**config.mk**
```make
export PLATFORM = sky130hd
export DESIGN_NAME = dma_engine
export DESIGN_NICKNAME = d
export VERILOG_FILES = /design/src/hw/ddr_dma_pkg.sv /design/src/hw/dma_engine.sv
export SDC_FILE = /design/constraint.sdc
export NUM_CORES = 1
export LEC_CHECK = 0
export BUFFER_PORTS_ARGS = -buffer_cell sky130_fd_sc_hd__buf_2
export CAP_MARGIN = 10
export CORE_ASPECT_RATIO = 0.6
export CORE_UTILIZATION = 43
export DETAILED_ROUTE_END_ITERATION = 10
export GPL_ROUTABILITY_DRIVEN = 0
export PLACE_DENSITY = 0.8
export RECOVER_POWER = 100
export SYNTH_ARGS = -nofsm -noshare
export SYNTH_HDL_FRONTEND = slang
export SYNTH_SLANG_ARGS = --single-unit
```
**constraint.sdc**
```tcl
create_clock -name clk -period 4.45 [get_ports clk]
set_clock_uncertainty 0.2 [all_clocks]
set_input_delay 0.2225 -clock clk [delete_from_list [all_inputs] [get_ports clk]]
set_output_delay 0.2225 -clock clk [all_outputs]
set_load 0.01 [all_outputs]
```
**src/hw/ddr_dma_pkg.sv**
```systemverilog
package ddr_dma_pkg;

    // *************************************************************************
    // controller user port
    // *************************************************************************

    typedef struct packed {
        logic        en;         // one-cycle strobe.
        logic [2:0]  instr;
        logic [5:0]  bl;         // n moves n+1 words.
        logic [29:0] byte_addr;
    } mig_cmd_t;

    typedef struct packed {
        logic        en;
        logic [3:0]  mask;       // 1 masks a byte.
        logic [31:0] data;
    } mig_wr_t;

    // fifo state from the controller.
    typedef struct packed {
        logic cmd_full;
        logic wr_full;
        logic rd_empty;
        logic rd_count_nz;
    } mig_stat_t;

    // *************************************************************************
    // dma configuration and address map
    // *************************************************************************

    typedef struct packed {
        logic [24:0] dram_word_addr;
        logic [9:0]  spad_addr;
        logic [5:0]  burst_len;
    } dma_cfg_t;

    localparam logic [2:0] CMD_WR = 3'b010;
    localparam logic [2:0] CMD_RD = 3'b011;

    localparam logic [3:0] SPAD_BASE = 4'h1;     // 0x1000 window.

    localparam logic [15:0] REG_DRAM_ADDR = 16'hc100;
    localparam logic [15:0] REG_SPAD_ADDR = 16'hc101;
    localparam logic [15:0] REG_BURST     = 16'hc102;
    localparam logic [15:0] REG_CTRL      = 16'hc103;

endpackage

```
**src/hw/dma_engine.sv**
```systemverilog
`timescale 1ns/1ns

module dma_engine #(
    parameter int SPAD_AW = 10
) (
    input  logic                   clk,
    input  logic                   rst,

    // from the register block.
    input  ddr_dma_pkg::dma_cfg_t  cfg_i,
    input  logic                   start_i,
    input  logic                   dir_i,
    output logic                   idle_o,

    // controller port.
    input  ddr_dma_pkg::mig_stat_t mig_stat_i,
    input  logic [31:0]            rd_data_i,
    output ddr_dma_pkg::mig_cmd_t  mig_cmd_o,
    output ddr_dma_pkg::mig_wr_t   mig_wr_o,
    output logic                   rd_en_o,

    // scratchpad port b.
    input  logic [31:0]            spad_rdata_i,
    output logic [SPAD_AW-1:0]     spad_addr_o,
    output logic                   spad_we_o,
    output logic [31:0]            spad_wdata_o
);

    typedef enum logic [2:0] {
        ST_IDLE,
        ST_FILL,        // scratchpad to write fifo.
        ST_WR_CMD,
        ST_RD_CMD,
        ST_DRAIN        // read fifo to scratchpad.
    } state_t;

    state_t                state_q;
    ddr_dma_pkg::dma_cfg_t cfg_q;

    logic [SPAD_AW-1:0] ptr_q;          // next scratchpad word.
    logic [SPAD_AW-1:0] addr_q;         // word in the ram output.
    logic [6:0]         issue_left_q;
    logic [5:0]         words_left_q;
    logic               vld_q;          // ram output holds a word to push.

    logic stall;
    logic issue;
    logic push;
    logic cmd_fire;
    logic take;

    // *************************************************************************
    // handshakes
    // *************************************************************************

    assign stall    = vld_q && mig_stat_i.wr_full;
    assign issue    = (state_q == ST_FILL) && !stall && (issue_left_q != 7'd0);
    assign push     = vld_q && !mig_stat_i.wr_full;
    assign cmd_fire = ((state_q == ST_WR_CMD) || (state_q == ST_RD_CMD))
                      && !mig_stat_i.cmd_full;
    assign take     = (state_q == ST_DRAIN) && !mig_stat_i.rd_empty;

    always_ff @(posedge clk) begin
        if (rst) begin
            state_q      <= ST_IDLE;
            ptr_q        <= '0;
            issue_left_q <= 7'd0;
            words_left_q <= 6'd0;
            vld_q        <= 1'b0;
        end else begin
            if (issue) begin
                vld_q <= 1'b1;
            end else if (!stall) begin
                vld_q <= 1'b0;
            end

            case (state_q)
                ST_IDLE: begin
                    if (start_i) begin
                        ptr_q        <= SPAD_AW'(cfg_i.spad_addr);
                        issue_left_q <= {1'b0, cfg_i.burst_len} + 7'd1;
                        words_left_q <= cfg_i.burst_len;
                        state_q      <= dir_i ? ST_FILL : ST_RD_CMD;
                    end
                end
                ST_FILL: begin
                    if (issue) begin
                        ptr_q        <= ptr_q + 1'b1;
                        issue_left_q <= issue_left_q - 7'd1;
                    end
                    if (push) begin
                        if (words_left_q == 6'd0) begin
                            state_q <= ST_WR_CMD;
                        end else begin
                            words_left_q <= words_left_q - 6'd1;
                        end
                    end
                end
                ST_WR_CMD: begin
                    if (cmd_fire) state_q <= ST_IDLE;
                end
                ST_RD_CMD: begin
                    if (cmd_fire) state_q <= ST_DRAIN;
                end
                ST_DRAIN: begin
                    if (take) begin
                        ptr_q <= ptr_q + 1'b1;
                        if (words_left_q == 6'd0) begin
                            state_q <= ST_IDLE;
                        end else begin
                            words_left_q <= words_left_q - 6'd1;
                        end
                    end
                end
                default: state_q <= ST_IDLE;
            endcase
        end
    end

    // transfer payload.
    always_ff @(posedge clk) begin
        if ((state_q == ST_IDLE) && start_i) cfg_q <= cfg_i;
        if (issue) addr_q <= ptr_q;
    end

    // *************************************************************************
    // outputs
    // *************************************************************************

    // a stalled push re-reads its word so the ram output stays valid.
    assign spad_addr_o  = stall ? addr_q : ptr_q;
    assign spad_we_o    = take;
    assign spad_wdata_o = rd_data_i;

    assign mig_cmd_o.en        = cmd_fire;
    assign mig_cmd_o.instr     = (state_q == ST_RD_CMD) ? ddr_dma_pkg::CMD_RD
                                                        : ddr_dma_pkg::CMD_WR;
    assign mig_cmd_o.bl        = cfg_q.burst_len;
    assign mig_cmd_o.byte_addr = {3'b000, cfg_q.dram_word_addr, 2'b00};

    assign mig_wr_o.en   = push;
    assign mig_wr_o.mask = 4'b0000;      // all bytes written.
    assign mig_wr_o.data = spad_rdata_i;

    assign rd_en_o = take;
    assign idle_o  = (state_q == ST_IDLE);

    // a stalled word stays on the write port until it is pushed.
    wr_word_held: assert property (
        @(posedge clk) disable iff (rst)
        stall |=> $stable(mig_wr_o.data)
    ) else $error("dma_engine: write data changed during a stall");

    rd_only_when_data: assert property (
        @(posedge clk) disable iff (rst)
        rd_en_o |-> mig_stat_i.rd_count_nz
    ) else $error("dma_engine: read fifo popped while empty");

endmodule

```
# Yosys cells after proc, flatten, opt, wreduce, memory -nomap -nowiden
# Index checks and enable logic that the tools add are counted.
# word_totals
output_inout_bits	122
in_bits	113
register_bits	68
# op_classes
n_reduce_logical	21
add_sub_neg	4
n_eq_ne	13
mux	25
# op_table
op	count
$mux W10	4
$pmux W10 S3	1
$mux W6	4
$mux W3	7
$pmux W6 S3	1
$pmux W3 S5	1
$mux W7	2
$pmux W7 S2	1
$ne A2 B2 Y1 const B	6
$add A10 B1 Y10 const B	1
$reduce_and A4 Y1	2
$add A6 B1 Y7 const B	1
$logic_and A1 B1 Y1	7
$reduce_and A7 Y1	1
$reduce_bool A7 Y1	1
$sub A7 B1 Y7 const B	1
$eq A3 B2 Y1 const B	2
$logic_not A6 Y1	1
$ne A2 B1 Y1 const B	3
$sub A6 B1 Y6 const B	1
$logic_not A1 Y1	4
$eq A3 B1 Y1 const B	1
$eq A3 B3 Y1 const B	1
$logic_not A3 Y1	1
other kinds (6)	8

# Logic depth before layout (Yosys ltp)
# logic_depth
word_depth	6
mapped_depth	8
ltp_nobuf	7

# Least setup slack after synthesis
# No wires, ideal clock.
# synth_timing
path_kind	flip-flop to flip-flop
startpoint	reg state_q[0]
endpoint	reg issue_left_q[0]
setup_slack_ns	0.599
arrival_ns	3.563
stages_incl_launch_ff	7
period_less_slack_ns	3.851
required_ns	4.162
cell_sequence	dfxtp_1 > buf_2 > nor3_1 > or2_1 > buf_6 > a21oi_1 > a311oi_2
# synth_via
elab_chain_len	5
elab_cells_between_ends	9
# synth_lines
element	line	rtl
from (decl)	dma_engine.sv:37	state_t state_q;
from (signal assigned)	dma_engine.sv:83	state_q <= dir_i ? ST_FILL : ST_RD_CMD;
$eq A3 B1 Y1	dma_engine.sv:57, dma_engine.sv:77	
$logic_and A1 B1 Y1 (2 in series)	dma_engine.sv:57	assign issue = (state_q == ST_FILL) && !stall && (issue_left_q != 7'd0);
$ne A2 B2 Y1 (no line)	--	
$reduce_and A3 Y1 (no line)	--	
to (signal assigned)	dma_engine.sv:81	issue_left_q <= {1'b0, cfg_i.burst_len} + 7'd1;
to (signal assigned)	dma_engine.sv:89	issue_left_q <= issue_left_q - 7'd1;
to (decl)	dma_engine.sv:42	logic [6:0] issue_left_q;
# Several ways; a longest one is shown, not always the timed one.
# A chain may end at the register's enable or synchronous reset.

# Final worst setup path
# layout_timing
startpoint	reg state_q[2]
endpoint	reg cfg_q (netlist bit mig_cmd_o[25]) (enable)
# layout_via
elab_chain_len	2
# layout_lines
element	line	rtl
$logic_not A3 Y1	dma_engine.sv:122	if ((state_q == ST_IDLE) && start_i) cfg_q <= cfg_i;
$logic_and A1 B1 Y1	dma_engine.sv:122	
to (signal assigned)	dma_engine.sv:122	
to (decl)	dma_engine.sv:38	ddr_dma_pkg::dma_cfg_t cfg_q;
# Every way passes these cells.

==> flow_metrics.py <==
metrics = {
    "run_status": {
        "status": "complete, but fails checks",
        "violations": "capacitance limit, slew limit",
    },
    "final_layout": {
        "fill_cells": 750,
        "regArea_sq_um": 1770,
        "layout_common_cells": "54 x clkbuf_1, 42 x buf_2, 41 x edfxtp_1, 33 x dlygate4sd3_1, 31 x a21oi_1",
        "final_nets": 544,
        "num_antenna_cells": 0,
        "multi_input_area_sq_um": 1290,
        "synthToLayoutAreaGrowth_pct": 15.1,
        "final_common_cell": "clkbuf_1",
        "drive_above_1_share_pct": 17.9,
        "final_area_sq_um": 4310,
    },
    "timing": {
        "timing.final.ws_setup_ps": 1320,
        "hold_viol_final": 0,
        "fin_setup_tns_ps": 0,
        "relSlewSlack_pct": -11.5,
        "period_minus_slack_ps": 3130,
        "setup_viol": 0,
        "rsz0062_at_grt": "no",
        "max_clock_freq_mhz": 320,
        "fin_crit_sh_pct": 70.3,
        "tightest_slew_ps": 1670,
        "finalMaxSlewViolations": 64,
        "hold-worst-slack_ps": 1.92,
    },
    "clock_tree": {
        "post_cts_buffers": 0,
        "clockRootBuffer": "clkbuf_16",
        "cts.path.max_buffers": 2,
        "cts_made_buffers": 9,
        "clock-sinks": 68,
        "insertion_delay_ps": 330,
        "clkTransAtPathRegs_ps": 60,
        "ctsHtreeMaxLevel": 3,
        "tritoncts": "yes",
    },
    "job": {
        "drv_cap": 2,
    },
    "route": {
        "finalWirelength_um": 8570,
        "drc": 0,
        "drt-vias-per-instance": 5.21,
        "wire_per_inst_um": 15.9,
        "ant_nets": 0,
        "first_pass_iters": 4,
        "first_iter_violations": 198,
        "num_vias": 2808,
    },
    "critical_path": {
        "cpPeakStageDelay_ps": 1270,
        "path_class": "register to register",
        "startpoint_type": "register",
        "crit_path_max_fanout": 31,
        "slowest_stage": "clkbuf_1",
        "arrival_ps": 2850,
        "crit_chain": "nand2b_1 > nor3_1 > clkbuf_1",
        "end_kind": "register",
        "required_ps": 4180,
    },
    "global_route": {
        "grt_pass1_wl_um": 13300,
        "grt_max_degree": 34,
        "gr-total-overflow": 0,
        "grtUsageTotal_pct": 19.9,
        "grt_pass1_vias": 2602,
        "antenna_found_initial": 0,
    },
    "yosys": {
        "synthAdderAreaFrac_pct": 1.67,
        "synth_seq_cells": 68,
        "synth_top_family_by_area": "buffers and inverters",
        "ys_seq_area_share_pct": 47.3,
        "yosysWarnings": 0,
        "synthMuxAreaShare_pct": 3.31,
        "synthSimpleGateAreaFrac_pct": 13.6,
        "ys_async_sr_fraction_pct": 0,
        "syn_area_sq_um": 3740,
        "synth_compound_area_share_pct": 14.3,
        "synth-edff-count": 41,
        "ys.flop_type": "edfxtp_1",
        "avgSynthCellArea_sq_um": 10.1,
        "synth_cell_type_count": 50,
        "netlist_instances": 370,
        "synth-xor-area-share_pct": 1.17,
    },
    "placed_design": {
        "hpwl_um": 6080,
        "io_buffers": 94,
        "postPlaceCellArea_sq_um": 3750,
        "preCtsSetupSlack_ps": 1890,
    },
    "power_and_ir_drop": {
        "ir_worst_vdd_mv": 0.246,
        "p_per_area_nw_per_um2": 450,
        "p_leak_nw": 1.61,
    },
    "floorplanning": {
        "die_w_um": 122,
        "rows": 25,
        "die_area_sq_um": 9100,
        "core_sq_um": 8160,
        "initial_utilization_pct": 45.9,
        "die_y_um": 74.3,
        "io_pins": 235,
    },
    "hold_path": {
        "min_path_type": "input pin to register",
    },
}
## through the flow
stage	utilization [%]	power, mW	cells
6_report	52.8	1.94	539
5_1_grt	52.8	2.04	539
4_1_cts	54.0	1.97	539
3_5_place_dp	45.9	1.17	490
3_3_place_gp	45.9	1.15	490
2_1_floorplan	-	1.12	379
## final cells by class
class / instances / share of cell area, %
Sequential cell: 68 / 41.1
Multi-Input combinational cell: 209 / 30.0
Timing Repair Buffer: 130 / 17.5
Clock buffer: 10 / 5.31
Tap cell: 108 / 3.13
Clock inverter: 6 / 2.21
Inverter: 8 / 0.697
## per-layer routing
| layer | wire (um) | GRT usage [%] |
|---|---|---|
| met2 | 3820 | 29.2 |
| met4 | 94 | 7.05 |
| met3 | 1000 | 10.7 |
| met5 | 0 | 0 |
| met1 | 3650 | 24.9 |
## path summary, 6_finish.rpt
| path | from | depth (start not counted) | slack [ps] | endpoint |
|---|---|---|---|---|
| max | state_q[2]$_SDFFE_PP0P_ | 3 | 1320 | mig_cmd_o[25]$_DFFE_PP_ |
| min | cfg_i[11] | 3 | 2 | ptr_q[5]$_SDFFE_PP0P_ |
| max reg2reg | state_q[2]$_SDFFE_PP0P_ | 3 | 1320 | mig_cmd_o[25]$_DFFE_PP_ |
| min reg2reg | issue_left_q[1]$_SDFFE_PP0P_ | 2 | 280 | issue_left_q[1]$_SDFFE_PP0P_ |
## cell usage after synthesis (4+ instances only)
cell type	count	area [sq um]
a21o_1	4	30.0
a21oi_1	31	155
buf_2	5	25.0
buf_4	78	586
clkbuf_1	9	33.8
dfxtp_1	27	541
edfxtp_1	41	1230
ha_1	5	62.6
inv_1	8	30.0
mux2_2	11	124
nand2_1	25	93.8
nand2b_1	10	62.6
nand3_1	5	25.0
nor2_1	21	78.8
nor3_1	11	55.1
o21ai_0	14	70.1
o32ai_1	6	52.6
xnor2_1	5	43.8
## registers in the layout (all words and copies together) (netlist names)
name          count
mig_cmd_o        31
addr_q           10
ptr_q            10
issue_left_q      7
words_left_q      6
state_q           3
vld_q             1
## timing repair
action / in CTS / in global routing
endpoints found under the hold margin: 33 / 0
hold buffers: 33 / 0
gates resized for setup: 0 / 0
## logic make-up (layout without fill, tap and decap cells)
group	after synthesis	after routing
buf+inv	102	154
simple gates	98	98
compound gates	79	79
flops	68	68
mux	11	11
fa+ha+maj	5	5
xor+xnor	5	5
other cells	2	11
## critical path, delay by kind of cell, from the launching register on
family / cells / cell delay (ps)
and+or+nand+nor: 2 / 800
DFF: 1 / 430
buffers and inverters: 1 / 1270
## power breakdown
| part | leakage (nW) | total (mW) | internal, mW | switching [mW] |
|---|---|---|---|---|
| Combinational | 0.841 | 0.372 | 0.158 | 0.214 |
| Sequential | 0.612 | 0.801 | 0.747 | 0.0537 |
| Clock | 0.158 | 0.769 | 0.497 | 0.272 |
No activity file was read; power rests on OpenSTA's default activity.
