### src/hw/ddr_dma_pkg.sv
package ddr_dma_pkg;

    // *************************************************************************
    // controller user port
    // *************************************************************************

    typedef struct packed {
        logic        en;         // one-cycle strobe.
        logic [2:0]  instr;
        logic [5:0]  bl;         // n moves n+1 words.
        logic [29:0] byte_addr;
    } mig_cmd_t;

    typedef struct packed {
        logic        en;
        logic [3:0]  mask;       // 1 masks a byte.
        logic [31:0] data;
    } mig_wr_t;

    // fifo state from the controller.
    typedef struct packed {
        logic cmd_full;
        logic wr_full;
        logic rd_empty;
        logic rd_count_nz;
    } mig_stat_t;

    // *************************************************************************
    // dma configuration and address map
    // *************************************************************************

    typedef struct packed {
        logic [24:0] dram_word_addr;
        logic [9:0]  spad_addr;
        logic [5:0]  burst_len;
    } dma_cfg_t;

    localparam logic [2:0] CMD_WR = 3'b010;
    localparam logic [2:0] CMD_RD = 3'b011;

    localparam logic [3:0] SPAD_BASE = 4'h1;     // 0x1000 window.

    localparam logic [15:0] REG_DRAM_ADDR = 16'hc100;
    localparam logic [15:0] REG_SPAD_ADDR = 16'hc101;
    localparam logic [15:0] REG_BURST     = 16'hc102;
    localparam logic [15:0] REG_CTRL      = 16'hc103;

endpackage

### src/hw/dma_regs.sv
`timescale 1ns/1ns

module dma_regs #(
    parameter int SPAD_AW = 10
) (
    input  logic                  clk,
    input  logic                  rst,

    // processor bus.
    input  logic [15:0]           addr_i,
    input  logic [31:0]           data_i,
    input  logic                  we_i,
    output logic [31:0]           data_o,

    // engine.
    input  logic                  idle_i,
    output ddr_dma_pkg::dma_cfg_t cfg_o,
    output logic                  start_o,
    output logic                  dir_o,

    // scratchpad port a.
    input  logic [31:0]           spad_rdata_i,
    output logic [SPAD_AW-1:0]    spad_addr_o,
    output logic                  spad_we_o,
    output logic [31:0]           spad_wdata_o
);

    ddr_dma_pkg::dma_cfg_t cfg_q;

    logic        spad_hit;
    logic        ready;
    logic        start_q;
    logic        dir_q;
    logic        spad_sel_q;
    logic [31:0] reg_rdata;
    logic [31:0] reg_rdata_q;

    assign spad_hit = (addr_i[15:12] == ddr_dma_pkg::SPAD_BASE);

    // engine still idle on the start cycle, so mask it.
    assign ready = idle_i && !start_q;

    assign spad_addr_o  = addr_i[SPAD_AW-1:0];
    assign spad_we_o    = we_i && spad_hit;
    assign spad_wdata_o = data_i;

    // *************************************************************************
    // config and control
    // *************************************************************************

    always_ff @(posedge clk) begin
        if (rst) begin
            cfg_q      <= '0;
            start_q    <= 1'b0;
            dir_q      <= 1'b0;
            spad_sel_q <= 1'b0;
        end else begin
            start_q    <= 1'b0;
            spad_sel_q <= spad_hit;
            if (we_i) begin
                case (addr_i)
                    ddr_dma_pkg::REG_DRAM_ADDR: cfg_q.dram_word_addr <= data_i[26:2];
                    ddr_dma_pkg::REG_SPAD_ADDR: cfg_q.spad_addr <= data_i[9:0];
                    ddr_dma_pkg::REG_BURST:     cfg_q.burst_len <= data_i[5:0];
                    ddr_dma_pkg::REG_CTRL: begin
                        if (ready) begin        // ignored while busy.
                            start_q <= 1'b1;
                            dir_q   <= data_i[0];
                        end
                    end
                    default: ;
                endcase
            end
        end
    end

    // register readback.
    always_comb begin
        case (addr_i)
            ddr_dma_pkg::REG_DRAM_ADDR: reg_rdata = {5'b0, cfg_q.dram_word_addr, 2'b00};
            ddr_dma_pkg::REG_SPAD_ADDR: reg_rdata = {22'b0, cfg_q.spad_addr};
            ddr_dma_pkg::REG_BURST:     reg_rdata = {26'b0, cfg_q.burst_len};
            ddr_dma_pkg::REG_CTRL:      reg_rdata = {31'b0, ready};
            default:                    reg_rdata = 32'h0;
        endcase
    end

    always_ff @(posedge clk) begin
        reg_rdata_q <= reg_rdata;
    end

    // scratchpad data is already registered in the ram.
    assign data_o  = spad_sel_q ? spad_rdata_i : reg_rdata_q;

    assign cfg_o   = cfg_q;
    assign start_o = start_q;
    assign dir_o   = dir_q;

    // start only reaches an idle engine, which then leaves idle.
    start_when_idle: assert property (
        @(posedge clk) disable iff (rst)
        start_o |-> idle_i ##1 !idle_i
    ) else $error("dma_regs: start pulse while engine busy");

endmodule

### config.mk
export PLATFORM = sky130hd
export DESIGN_NAME = dma_regs
export DESIGN_NICKNAME = d
export VERILOG_FILES = /design/src/hw/ddr_dma_pkg.sv /design/src/hw/dma_regs.sv
export SDC_FILE = /design/constraint.sdc
export NUM_CORES = 1
export LEC_CHECK = 0
export BUFFER_PORTS_ARGS = -buffer_cell sky130_fd_sc_hd__buf_2
export CAP_MARGIN = 20
export CORE_AREA = 2 2 88 90
export DETAILED_ROUTE_END_ITERATION = 7
export DIE_AREA = 0 0 90 92
export PLACE_DENSITY = 0.95
export SLEW_MARGIN = 20
export SYNTH_ARGS = -nofsm -noshare
export SYNTH_HDL_FRONTEND = slang
export SYNTH_SLANG_ARGS = --single-unit
### constraint.sdc
create_clock -name clk -period 2.1 [get_ports clk]
set_input_delay 0.42 -clock clk [delete_from_list [all_inputs] [get_ports clk]]
set_output_delay 0.42 -clock clk [all_outputs]
set_load 0.02 [all_outputs]
# Yosys cells after proc, flatten, opt, wreduce, memory -nomap -nowiden
# Cells that the tools add are included.
# word_totals
register_bits	76
# classes
n_eq_ne	5
n_mux	3
reduce_logical	8
bitwise_logic	2
# ops
operator	n
case mux 27 bit (4 select lines)	1
== test 16 bit, second input constant	4
two-way mux 32 bit	1
AND reduction 2 bit	3
== test 4 x 1 -> 1 bit, second input constant	1
AND reduction 3 bit	1
OR reduction 3 bit	1
logical AND 1 bit	2
NOT 1 bit	2
zero test 1 bit	1
two-way mux 1 bit	1

# Logic depth before layout (Yosys ltp)
# Gate-level depths: netlist (run 1).
# logic_depth
ltp_word	3
ltp_mapped	7
depth_no_buf	4

# Worst setup path after synthesis (run 1)
# No wires, ideal clock.
# synth_path
path_type	register to output
startpoint	register spad_sel_q
endpoint	output data_o[10]
path_slack_ps	445
path_stages_with_launch	4
n_path_buf	2
t_arrival_ps	1235
cell_sequence	dfxtp_1 > clkbuf_1 > buf_1 > mux2_2
# synth_via
elab_chain_cells	1
# synth_rtl
item	line_no	rtl
start: declaration	dma_regs.sv:34	logic spad_sel_q;
start signal: assignment	dma_regs.sv:59	spad_sel_q <= spad_hit;
two-way mux 32 bit	dma_regs.sv:93	assign data_o = spad_sel_q ? spad_rdata_i : reg_rdata_q;
end: declaration	dma_regs.sv:13	output logic [31:0] data_o,
# No other way between the ends.

# Worst setup path in the final report (run 1)
# layout_path
startpoint	register spad_sel_q
endpoint	output data_o[25]
# The elaborated chain is that of the path after synthesis.

==> impl_metrics.csv, run 1 <==
group,metric,value,unit
placement,gp_congestion,0.835,
placement,dpl-instance-area,0.00411,mm^2
sta,finalSetupTns,0,ps
cts,cts-root-buf,"clkbuf_8",
cts,post-cts-setup-buffer-count,0,
floorplanning,fp.dieH,92,um
logic_synthesis,syn_area_per_cell,9.07,um^2
finish,fin_nets,593,
route,post_drt_wl_per_cell,16.0,um
finish,post-route-cell-area,0.00435,mm^2
floorplanning,core_area,0.00745,mm^2
logic_synthesis,synthArstFlopShare,0,
cts,worstSkewPairLatency,330,ps
global_routing,grt_max_degree,43,
critical_path,r2r_slack,960,ps
logic_synthesis,syn-cell-area,0.00337,mm^2
route,drt-total-wl,9880,um
sta,hold_viol,0,
finish,drive_gt1_frac,0.492,
critical_path,crit_arrival,1520,ps
sta,fin_worst_skew,7.70,ps
sta,period_minus_slack,1940,ps
cts,cts.sinks,71,
placement,port_buffers,191,
cts,cts_resized,0,
logic_synthesis,synthCells,372,
cts,clk_pin_slew,80,ps
outcome,outcome,"finished, final reports clean",
cts,cts_tree,"built",
route,drcViolationCount,0,
finish,area_delta_synth_final,29.0,%
critical_path,crit_required,1680,ps
global_routing,antenna_found_initial,0,
sta,relSlewSlack,0.655,
floorplanning,rows,32,
sta,rsz0062_at_grt,"no",
critical_path,crit_type,"reg2out",
logic_synthesis,synthFlopType,"dfxtp_1",
logic_synthesis,yosys-top-cells-area,"dfxtp_1 42%, buf_4 9.6%, mux2_2 9.0%",
critical_path,critPathCaptureType,"output port",
route,firstDrtPassIters,5,
sta,fin_crit_sh,0.925,
logic_synthesis,syn_nets,456,
power,p_leak,2.10,nW
global_routing,grt_pass1_wl,15100,um
finish,nFillCells,690,
sta,drv_slew,0,
critical_path,cp_max_fo,30,
global_routing,grt_use_total,0.228,
worst_hold_path,min_path_cells,3,
flow_run,maxCapViolations,0,
logic_synthesis,yosysTopAreaCellShare,0.421,
logic_synthesis,ys_seq_area_frac,0.421,
route,vias_per_cell,5.45,
route,antenna_left,0,
logic_synthesis,ys_seq_elements,71,
sta,max_freq,0.515,GHz
finish,multi_input_area,0.00147,mm^2
critical_path,reg2reg_depth,3,
power,ir_worst_vdd,0.000303,V
critical_path,critPathLaunchType,"register",
logic_synthesis,synth_edf_count,0,
critical_path,rr_endpoint,"dir_o$_SDFFE_PP0P_",
logic_synthesis,synth_top_cell_by_area,"dfxtp_1",
route,drt_iter0_drc,251,
floorplanning,die_width,90,um
worst_hold_path,hp-start,"data_i[26]",
worst_hold_path,min_to,"cfg_o[40]$_SDFFE_PP0P_",
route,dr_total_vias,3357,
logic_synthesis,synth_most_common_cell,"dfxtp_1",
sta,setup_viol,0,
finish,seqCellArea,0.00142,mm^2
power,power_density,674,mW/mm^2
cts,htreeDepth,3,
global_routing,grt_pass1_vias,3066,
logic_synthesis,synth_cell_types,27,
finish,antenna_cells,0,
logic_synthesis,synth_common_cells,"71 x dfxtp_1, 46 x a21oi_1, 43 x buf_4, 41 x nand4_1, 41 x o21ai_0",
worst_hold_path,min_path_type,"in2reg",
critical_path,timing.rr.start,"start_o$_SDFF_PP0_",
floorplanning,die-area,0.00828,mm^2
logic_synthesis,ys_warn_count,0,
global_routing,grt-ovfl-total,0,
placement,hpwlAfterDp,7230,um
sta,worstMarginPinSlew,517,ps
cts,cts_inserted_buffers,9,
floorplanning,start_util,0.453,
floorplanning,io_pins,202,
cts,holdBufCountCts,0,
cts,clockBufferDepth,2,
[per-stage QoR]
step                      hold WS (ps)  power (mW)  utilization  worst slack [ps]  std cells
after floorplan                    550        1.58            -               445        372
after global placement             461        1.67        0.552               317        600
after detailed placement           463        1.67        0.552               196        600
after CTS                          335        2.95        0.584               145        616
after global routing               347        3.03        0.584               114        616
final                              352        2.93        0.584               157        616
[how the worst max path moves through the flow]
stage	start	to	slack, ps	depth (start not counted)
6_report	spad_sel_q$_SDFF_PP0_	data_o[25]	160	3
5_1_grt	spad_sel_q$_SDFF_PP0_	data_o[18]	110	3
4_1_cts	spad_sel_q$_SDFF_PP0_	data_o[18]	140	3
3_5_place_dp	addr_i[0]	cfg_o[13]$_SDFFE_PP0P_	200	5
3_3_place_gp	addr_i[5]	cfg_o[40]$_SDFFE_PP0P_	320	6
2_1_floorplan	spad_sel_q$_SDFF_PP0_	data_o[10]	440	3
[power breakdown]
group | leakage [nW] | switching (mW) | internal, mW
combinational | 1.42 | 0.190 | 0.110
sequential | 0.572 | 0.000549 | 1.35
clock | 0.114 | 0.495 | 0.792
[routing by layer]
metal  routed length, um  track usage  part of all wire
met5                   0            0                 0
met4                 250       0.0949             0.025
met3                 824       0.0362             0.083
met2                4960        0.398              0.50
met1                3850        0.279              0.39
[flip-flops by register name, indices dropped and copies added, names as in the netlist]
register	cells
cfg_o	41
dir_o	1
reg_rdata_q	27
spad_sel_q	1
start_o	1
[critical path, cell delays in order, from the launching register on]
cell	delay, ps
dfxtp_1	430
buf_12	220
mux2_2	360
buf_2	160
[cell families (layout without fill, tap and decap cells)]
group           count (synthesis)  after routing  share of synthesized area
mux                            36             36                      0.117
simple gates                   97             97                      0.184
compound gates                 89             89                      0.133
flops                          71             71                      0.421
buf+inv                        79            221                      0.144
[layout make-up]
type / count / area share
multi-input combinational: 222 / 0.338
clock inverter: 5 / 0.0244
timing repair buffer: 204 / 0.251
tap: 102 / 0.0293
inverter: 1 / 0.000863
sequential: 71 / 0.327
clock buffer: 11 / 0.0302
[cell usage in the layout (no fill, tap or decap), types with 10 or more instances in the layout]
master / instances
a21oi_1: 46
and3_1: 17
buf_2: 191
buf_4: 10
dfxtp_1: 71
mux2_2: 27
nand4_1: 41
nor2_1: 16
o21ai_0: 41
(Power assumes the default switching activity.)
==> inputs of run 2 (changes only) <==
--- a/config.mk
+++ b/config.mk
@@ -11,6 +11,7 @@
 export DETAILED_ROUTE_END_ITERATION = 7
 export DIE_AREA = 0 0 90 92
 export PLACE_DENSITY = 0.95
+export REMOVE_ABC_BUFFERS = 1
 export SLEW_MARGIN = 20
 export SYNTH_ARGS = -nofsm -noshare
 export SYNTH_HDL_FRONTEND = slang
==> impl_metrics.csv, run 2 (synthesized netlist as in run 1, its figures left out) <==
group,metric,value,unit
outcome,outcome,"finished, final reports clean",
sta,relSlewSlack,0.647,
cts,cts_tree,"built",
cts,cts_resized,0,
critical_path,path_cells,"buf_12, mux2_2, buf_2",
finish,largest_reg_flops,41,
critical_path,timing.rr.start,"start_o$_SDFF_PP0_",
worst_hold_path,min_to,"cfg_o[35]$_SDFFE_PP0P_",
cts,worstSkewPairLatency,330,ps
global_routing,grt_max_degree,43,
route,firstDrtPassIters,5,
power,ir_worst_vdd,0.000364,V
floorplanning,start_util,0.453,
cts,post-cts-setup-buffer-count,0,
worst_hold_path,hp-start,"data_i[21]",
power,p_leak,2.09,nW
power,power_density,609,mW/mm^2
sta,period_minus_slack,1990,ps
sta,finalSetupTns,0,ps
placement,hpwlAfterDp,7090,um
sta,worstMarginPinSlew,530,ps
route,routed.top_layer,"met4",
critical_path,crit_required,1680,ps
global_routing,grt_pass1_wl,15300,um
global_routing,grt_use_total,0.223,
global_routing,antenna_found_initial,0,
critical_path,cp_max_fo,29,
route,drt_iter0_drc,164,
route,dr_total_vias,3327,
floorplanning,rows,32,
flow_run,maxCapViolations,0,
sta,setup_viol,0,
cts,holdBufCountCts,0,
sta,rsz0062_at_grt,"no",
sta,layout_setup_ws,110,ps
placement,port_buffers,191,
finish,fin_nets,594,
finish,antenna_cells,0,
floorplanning,die-area,0.00828,mm^2
critical_path,critPathLaunchType,"register",
critical_path,rr_endpoint,"dir_o$_SDFFE_PP0P_",
route,drcViolationCount,0,
sta,fin_worst_skew,10.9,ps
finish,area_delta_synth_final,27.1,%
cts,cts-root-buf,"clkbuf_8",
sta,fin_crit_sh,0.948,
cts,clk_pin_slew,80,ps
route,antenna_left,0,
critical_path,reg2reg_depth,3,
global_routing,grt-ovfl-total,0,
critical_path,cp_num_buf_inv,2,
route,dr_wl_met2,5100,um
finish,drive_gt1_frac,0.493,
finish,nFillCells,690,
floorplanning,io_pins,202,
floorplanning,die_width,90,um
power,total_power,2.61,mW
floorplanning,fp.dieH,92,um
cts,clockBufferDepth,2,
finish,layout.cells.non_filler,617,
sta,hold_viol,0,
sta,max_freq,0.502,GHz
critical_path,crit_slowest_cell,"dfxtp_1",
sta,drv_slew,0,
worst_hold_path,min_path_type,"in2reg",
global_routing,grt_pass1_vias,3249,
critical_path,r2r_slack,1010,ps
critical_path,critPathCaptureType,"output port",
cts,htreeDepth,3,
critical_path,crit_family,"flip-flops",
critical_path,crit_arrival,1570,ps
worst_hold_path,min_path_cells,3,
route,drt-total-wl,9750,um
route,post_drt_wl_per_cell,15.8,um
critical_path,max_stage_delay,480,ps
floorplanning,core_area,0.00745,mm^2
route,met1_length,3710,um
critical_path,crit_type,"reg2out",
placement,gp_congestion,0.841,
route,dr_wl_met3,787,um
placement,dp.cells,601,
cts,cts.sinks,71,
finish,final_common_cell,"buf_2",
finish,most-common-layout-cells,"191 x buf_2, 71 x dfxtp_1, 46 x a21oi_1",
cts,cts_inserted_buffers,9,
route,vias_per_cell,5.39,
placement,pre_cts_ws,313,ps
run 2: cell types whose count changed in the layout (fill, tap and decap cells not counted), moves of 2 or more:
cell / previous run / this run
bufinv_16: 3 / 0
buf_4: 10 / 12
clkbuf_8: 9 / 11
clkinv_2: 0 / 2
run 2: area by class of cell:
type	instances	area, um^2	share of cell area
clock inverter	3	17.5	0.00408
timing repair buffer	205	1090	0.253
tap	102	128	0.0297
inverter	1	3.75	0.000875
clock buffer	13	159	0.0370
sequential	71	1420	0.331
multi-input combinational	222	1480	0.344
run 2: worst reg2reg max path, cell delays in order, from the launching register on:
cell      delay (ps)
dfxtp_1          310
nand4b_1         190
or3_4            360
mux2i_1          120
run 2: layer usage:
layer	track usage	up-vias
li1	-	1571
met1	0.256	1580
met2	0.396	160
met3	0.0551	16
met4	0.0923	0
met5	0	-
run 2: power by group:
part	internal, mW	total (mW)	switching, mW
Sequential	1.35	1.35	0.000732
Clock	0.491	0.971	0.480
Combinational	0.113	0.298	0.185
run 2: worst max path at each step:
stage | cells after the start | to | startpoint
after floorplan | 4 | cfg_o[16]$_SDFFE_PP0P_ | addr_i[1]
after global placement | 6 | cfg_o[26]$_SDFFE_PP0P_ | addr_i[10]
after detailed placement | 6 | cfg_o[40]$_SDFFE_PP0P_ | addr_i[10]
after CTS | 3 | data_o[25] | spad_sel_q$_SDFF_PP0_
after global routing | 3 | data_o[12] | spad_sel_q$_SDFF_PP0_
final | 3 | data_o[25] | spad_sel_q$_SDFF_PP0_
run 2: metrics by stage:
stage / util / area [um^2] / hold WS [ps]
2_1_floorplan: - / 2890 / 489
3_3_place_gp: 0.552 / 4110 / 463
3_5_place_dp: 0.552 / 4110 / 476
4_1_cts: 0.576 / 4290 / 337
5_1_grt: 0.576 / 4290 / 356
6_report: 0.576 / 4290 / 360
==> inputs of run 3 (changes only) <==
--- a/config.mk
+++ b/config.mk
@@ -7,10 +7,10 @@
 export LEC_CHECK = 0
 export BUFFER_PORTS_ARGS = -buffer_cell sky130_fd_sc_hd__buf_2
 export CAP_MARGIN = 20
-export CORE_AREA = 2 2 88 90
+export CORE_AREA = 2 2 91 93
 export DETAILED_ROUTE_END_ITERATION = 7
-export DIE_AREA = 0 0 90 92
-export PLACE_DENSITY = 0.95
+export DIE_AREA = 0 0 93 95
+export PLACE_DENSITY = 0.9
 export REMOVE_ABC_BUFFERS = 1
 export SLEW_MARGIN = 20
 export SYNTH_ARGS = -nofsm -noshare
==> constraint.sdc (replaced) <==
create_clock -name clk -period 2.2 [get_ports clk]
set_input_delay 0.44 -clock clk [delete_from_list [all_inputs] [get_ports clk]]
set_output_delay 0.44 -clock clk [all_outputs]
set_load 0.02 [all_outputs]
==> impl_metrics.csv, run 3 (synthesized netlist as in run 1, its figures left out) <==
group,metric,value,unit
sta,max_freq,0.530,GHz
global_routing,grt_use_total,0.209,
cts,cts-root-buf,"clkbuf_8",
critical_path,crit_required,1760,ps
route,drcViolationCount,0,
sta,hold_viol,0,
sta,period_minus_slack,1890,ps
cts,clockBufferDepth,2,
route,drt-total-wl,9670,um
route,post_drt_wl_per_cell,15.7,um
cts,post-cts-setup-buffer-count,0,
power,p_clk_frac,0.403,
power,switching_share,0.248,
critical_path,crit_type,"reg2out",
sta,setup_viol,0,
placement,gp_congestion,0.895,
finish,fin_nets,591,
sta,drv_slew,0,
cts,cts_resized,0,
worst_hold_path,hp-start,"data_i[18]",
finish,final_common_cell,"buf_2",
floorplanning,start_util,0.426,
global_routing,grt_pass1_wl,14400,um
finish,antenna_cells,0,
route,drt_iter0_drc,173,
sta,fin_crit_sh,0.858,
critical_path,reg2reg_depth,3,
cts,htreeDepth,3,
placement,hpwlAfterDp,7100,um
sta,finalSetupTns,0,ps
critical_path,critPathLaunchType,"register",
route,vias_per_cell,5.36,
sta,fin_worst_skew,7.69,ps
worst_hold_path,min_to,"cfg_o[32]$_SDFFE_PP0P_",
cts,cts.sinks,71,
route,firstDrtPassIters,4,
critical_path,cp_max_fo,32,
global_routing,antenna_found_initial,0,
finish,nFillCells,760,
finish,area_delta_synth_final,26.8,%
finish,most-common-layout-cells,"191 x buf_2, 71 x dfxtp_1, 46 x a21oi_1",
floorplanning,fp.dieH,95,um
floorplanning,io_pins,202,
sta,relSlewSlack,0.509,
placement,dp.cells,601,
flow_run,maxCapViolations,0,
critical_path,path_cells,"buf_12, mux2_2, buf_2",
cts,holdBufCountCts,0,
critical_path,cp_num_buf_inv,2,
cts,worstSkewPairLatency,340,ps
critical_path,timing.rr.start,"start_o$_SDFF_PP0_",
critical_path,crit_slowest_cell,"dfxtp_1",
cts,cts_inserted_buffers,9,
critical_path,max_stage_delay,360,ps
critical_path,critPathCaptureType,"output port",
route,dr_total_vias,3301,
critical_path,r2r_slack,1090,ps
power,ir_worst_vdd,0.000347,V
critical_path,rr_endpoint,"dir_o$_SDFFE_PP0P_",
power,power_density,611,mW/mm^2
power,seq_power_share,0.491,
power,total_power,2.61,mW
power,pwr-share-comb,0.106,
finish,layout.cells.non_filler,616,
power,p_int,1.97,mW
power,power_switching,0.648,mW
worst_hold_path,min_path_cells,3,
global_routing,grt_max_degree,43,
cts,clk_pin_slew,80,ps
sta,worst_hold_slack,361,ps
critical_path,crit_arrival,1450,ps
floorplanning,rows,33,
power,p_leak,2.08,nW
sta,rsz0062_at_grt,"no",
floorplanning,die-area,0.00884,mm^2
global_routing,grt_pass1_vias,3016,
finish,fin_util,0.540,
route,antenna_left,0,
finish,drive_gt1_frac,0.491,
global_routing,grt-ovfl-total,0,
finish,largest_reg_flops,41,
outcome,outcome,"finished, final reports clean",
critical_path,crit_family,"buffers and inverters",
sta,worstMarginPinSlew,735,ps
worst_hold_path,min_path_type,"in2reg",
floorplanning,die_width,93,um
placement,port_buffers,191,
floorplanning,core_area,0.00793,mm^2
cts,cts_tree,"built",
-- run 3: worst max-delay path by stage --
stage	startpoint	end	slack, ps	cells after the start
final	spad_sel_q$_SDFF_PP0_	data_o[24]	310	3
after global routing	spad_sel_q$_SDFF_PP0_	data_o[9]	240	3
after CTS	spad_sel_q$_SDFF_PP0_	data_o[9]	290	3
after detailed placement	we_i	cfg_o[23]$_SDFFE_PP0P_	390	4
after global placement	we_i	cfg_o[17]$_SDFFE_PP0P_	430	4
after floorplan	addr_i[1]	cfg_o[16]$_SDFFE_PP0P_	-450	4
-- run 3: power by group through the flow --
stage	sequential (mW)	combinational [mW]	clock [mW]
after detailed placement	1.31	0.275	0
after floorplan	1.32	0.0461	0
after global routing	1.28	0.295	1.13
after CTS	1.28	0.275	1.07
after global placement	1.31	0.269	0
final	1.28	0.276	1.05
-- run 3: worst reg2reg max path, delay by kind of cell (launching register included) --
family        cells  cell delay [ps]
simple gates      2              560
flops             1              310
mux               1              130
-- run 3: layout make-up --
class,count,area (um^2),share of cell area
Multi-Input combinational cell,222,1480,0.345
Tap cell,105,131,0.0307
Sequential cell,71,1420,0.332
Timing Repair Buffer,202,1050,0.246
Clock inverter,3,42.5,0.00994
Clock buffer,12,155,0.0362
Inverter,1,3.75,0.000877
-- run 3: stage by stage --
step           worst slack [ps]  instance area (um^2)
2_1_floorplan              -454                  2890
3_3_place_gp                432                  4080
3_5_place_dp                385                  4080
4_1_cts                     288                  4280
5_1_grt                     243                  4280
6_report                    312                  4280
-- run 3: routing by layer --
layer  track usage  vias up  wire (um)
met1         0.234     1549       3680
met2         0.357      159       4960
met5             0        -          0
met4        0.0980        0        194
met3        0.0718       23        837
li1              -     1570          -
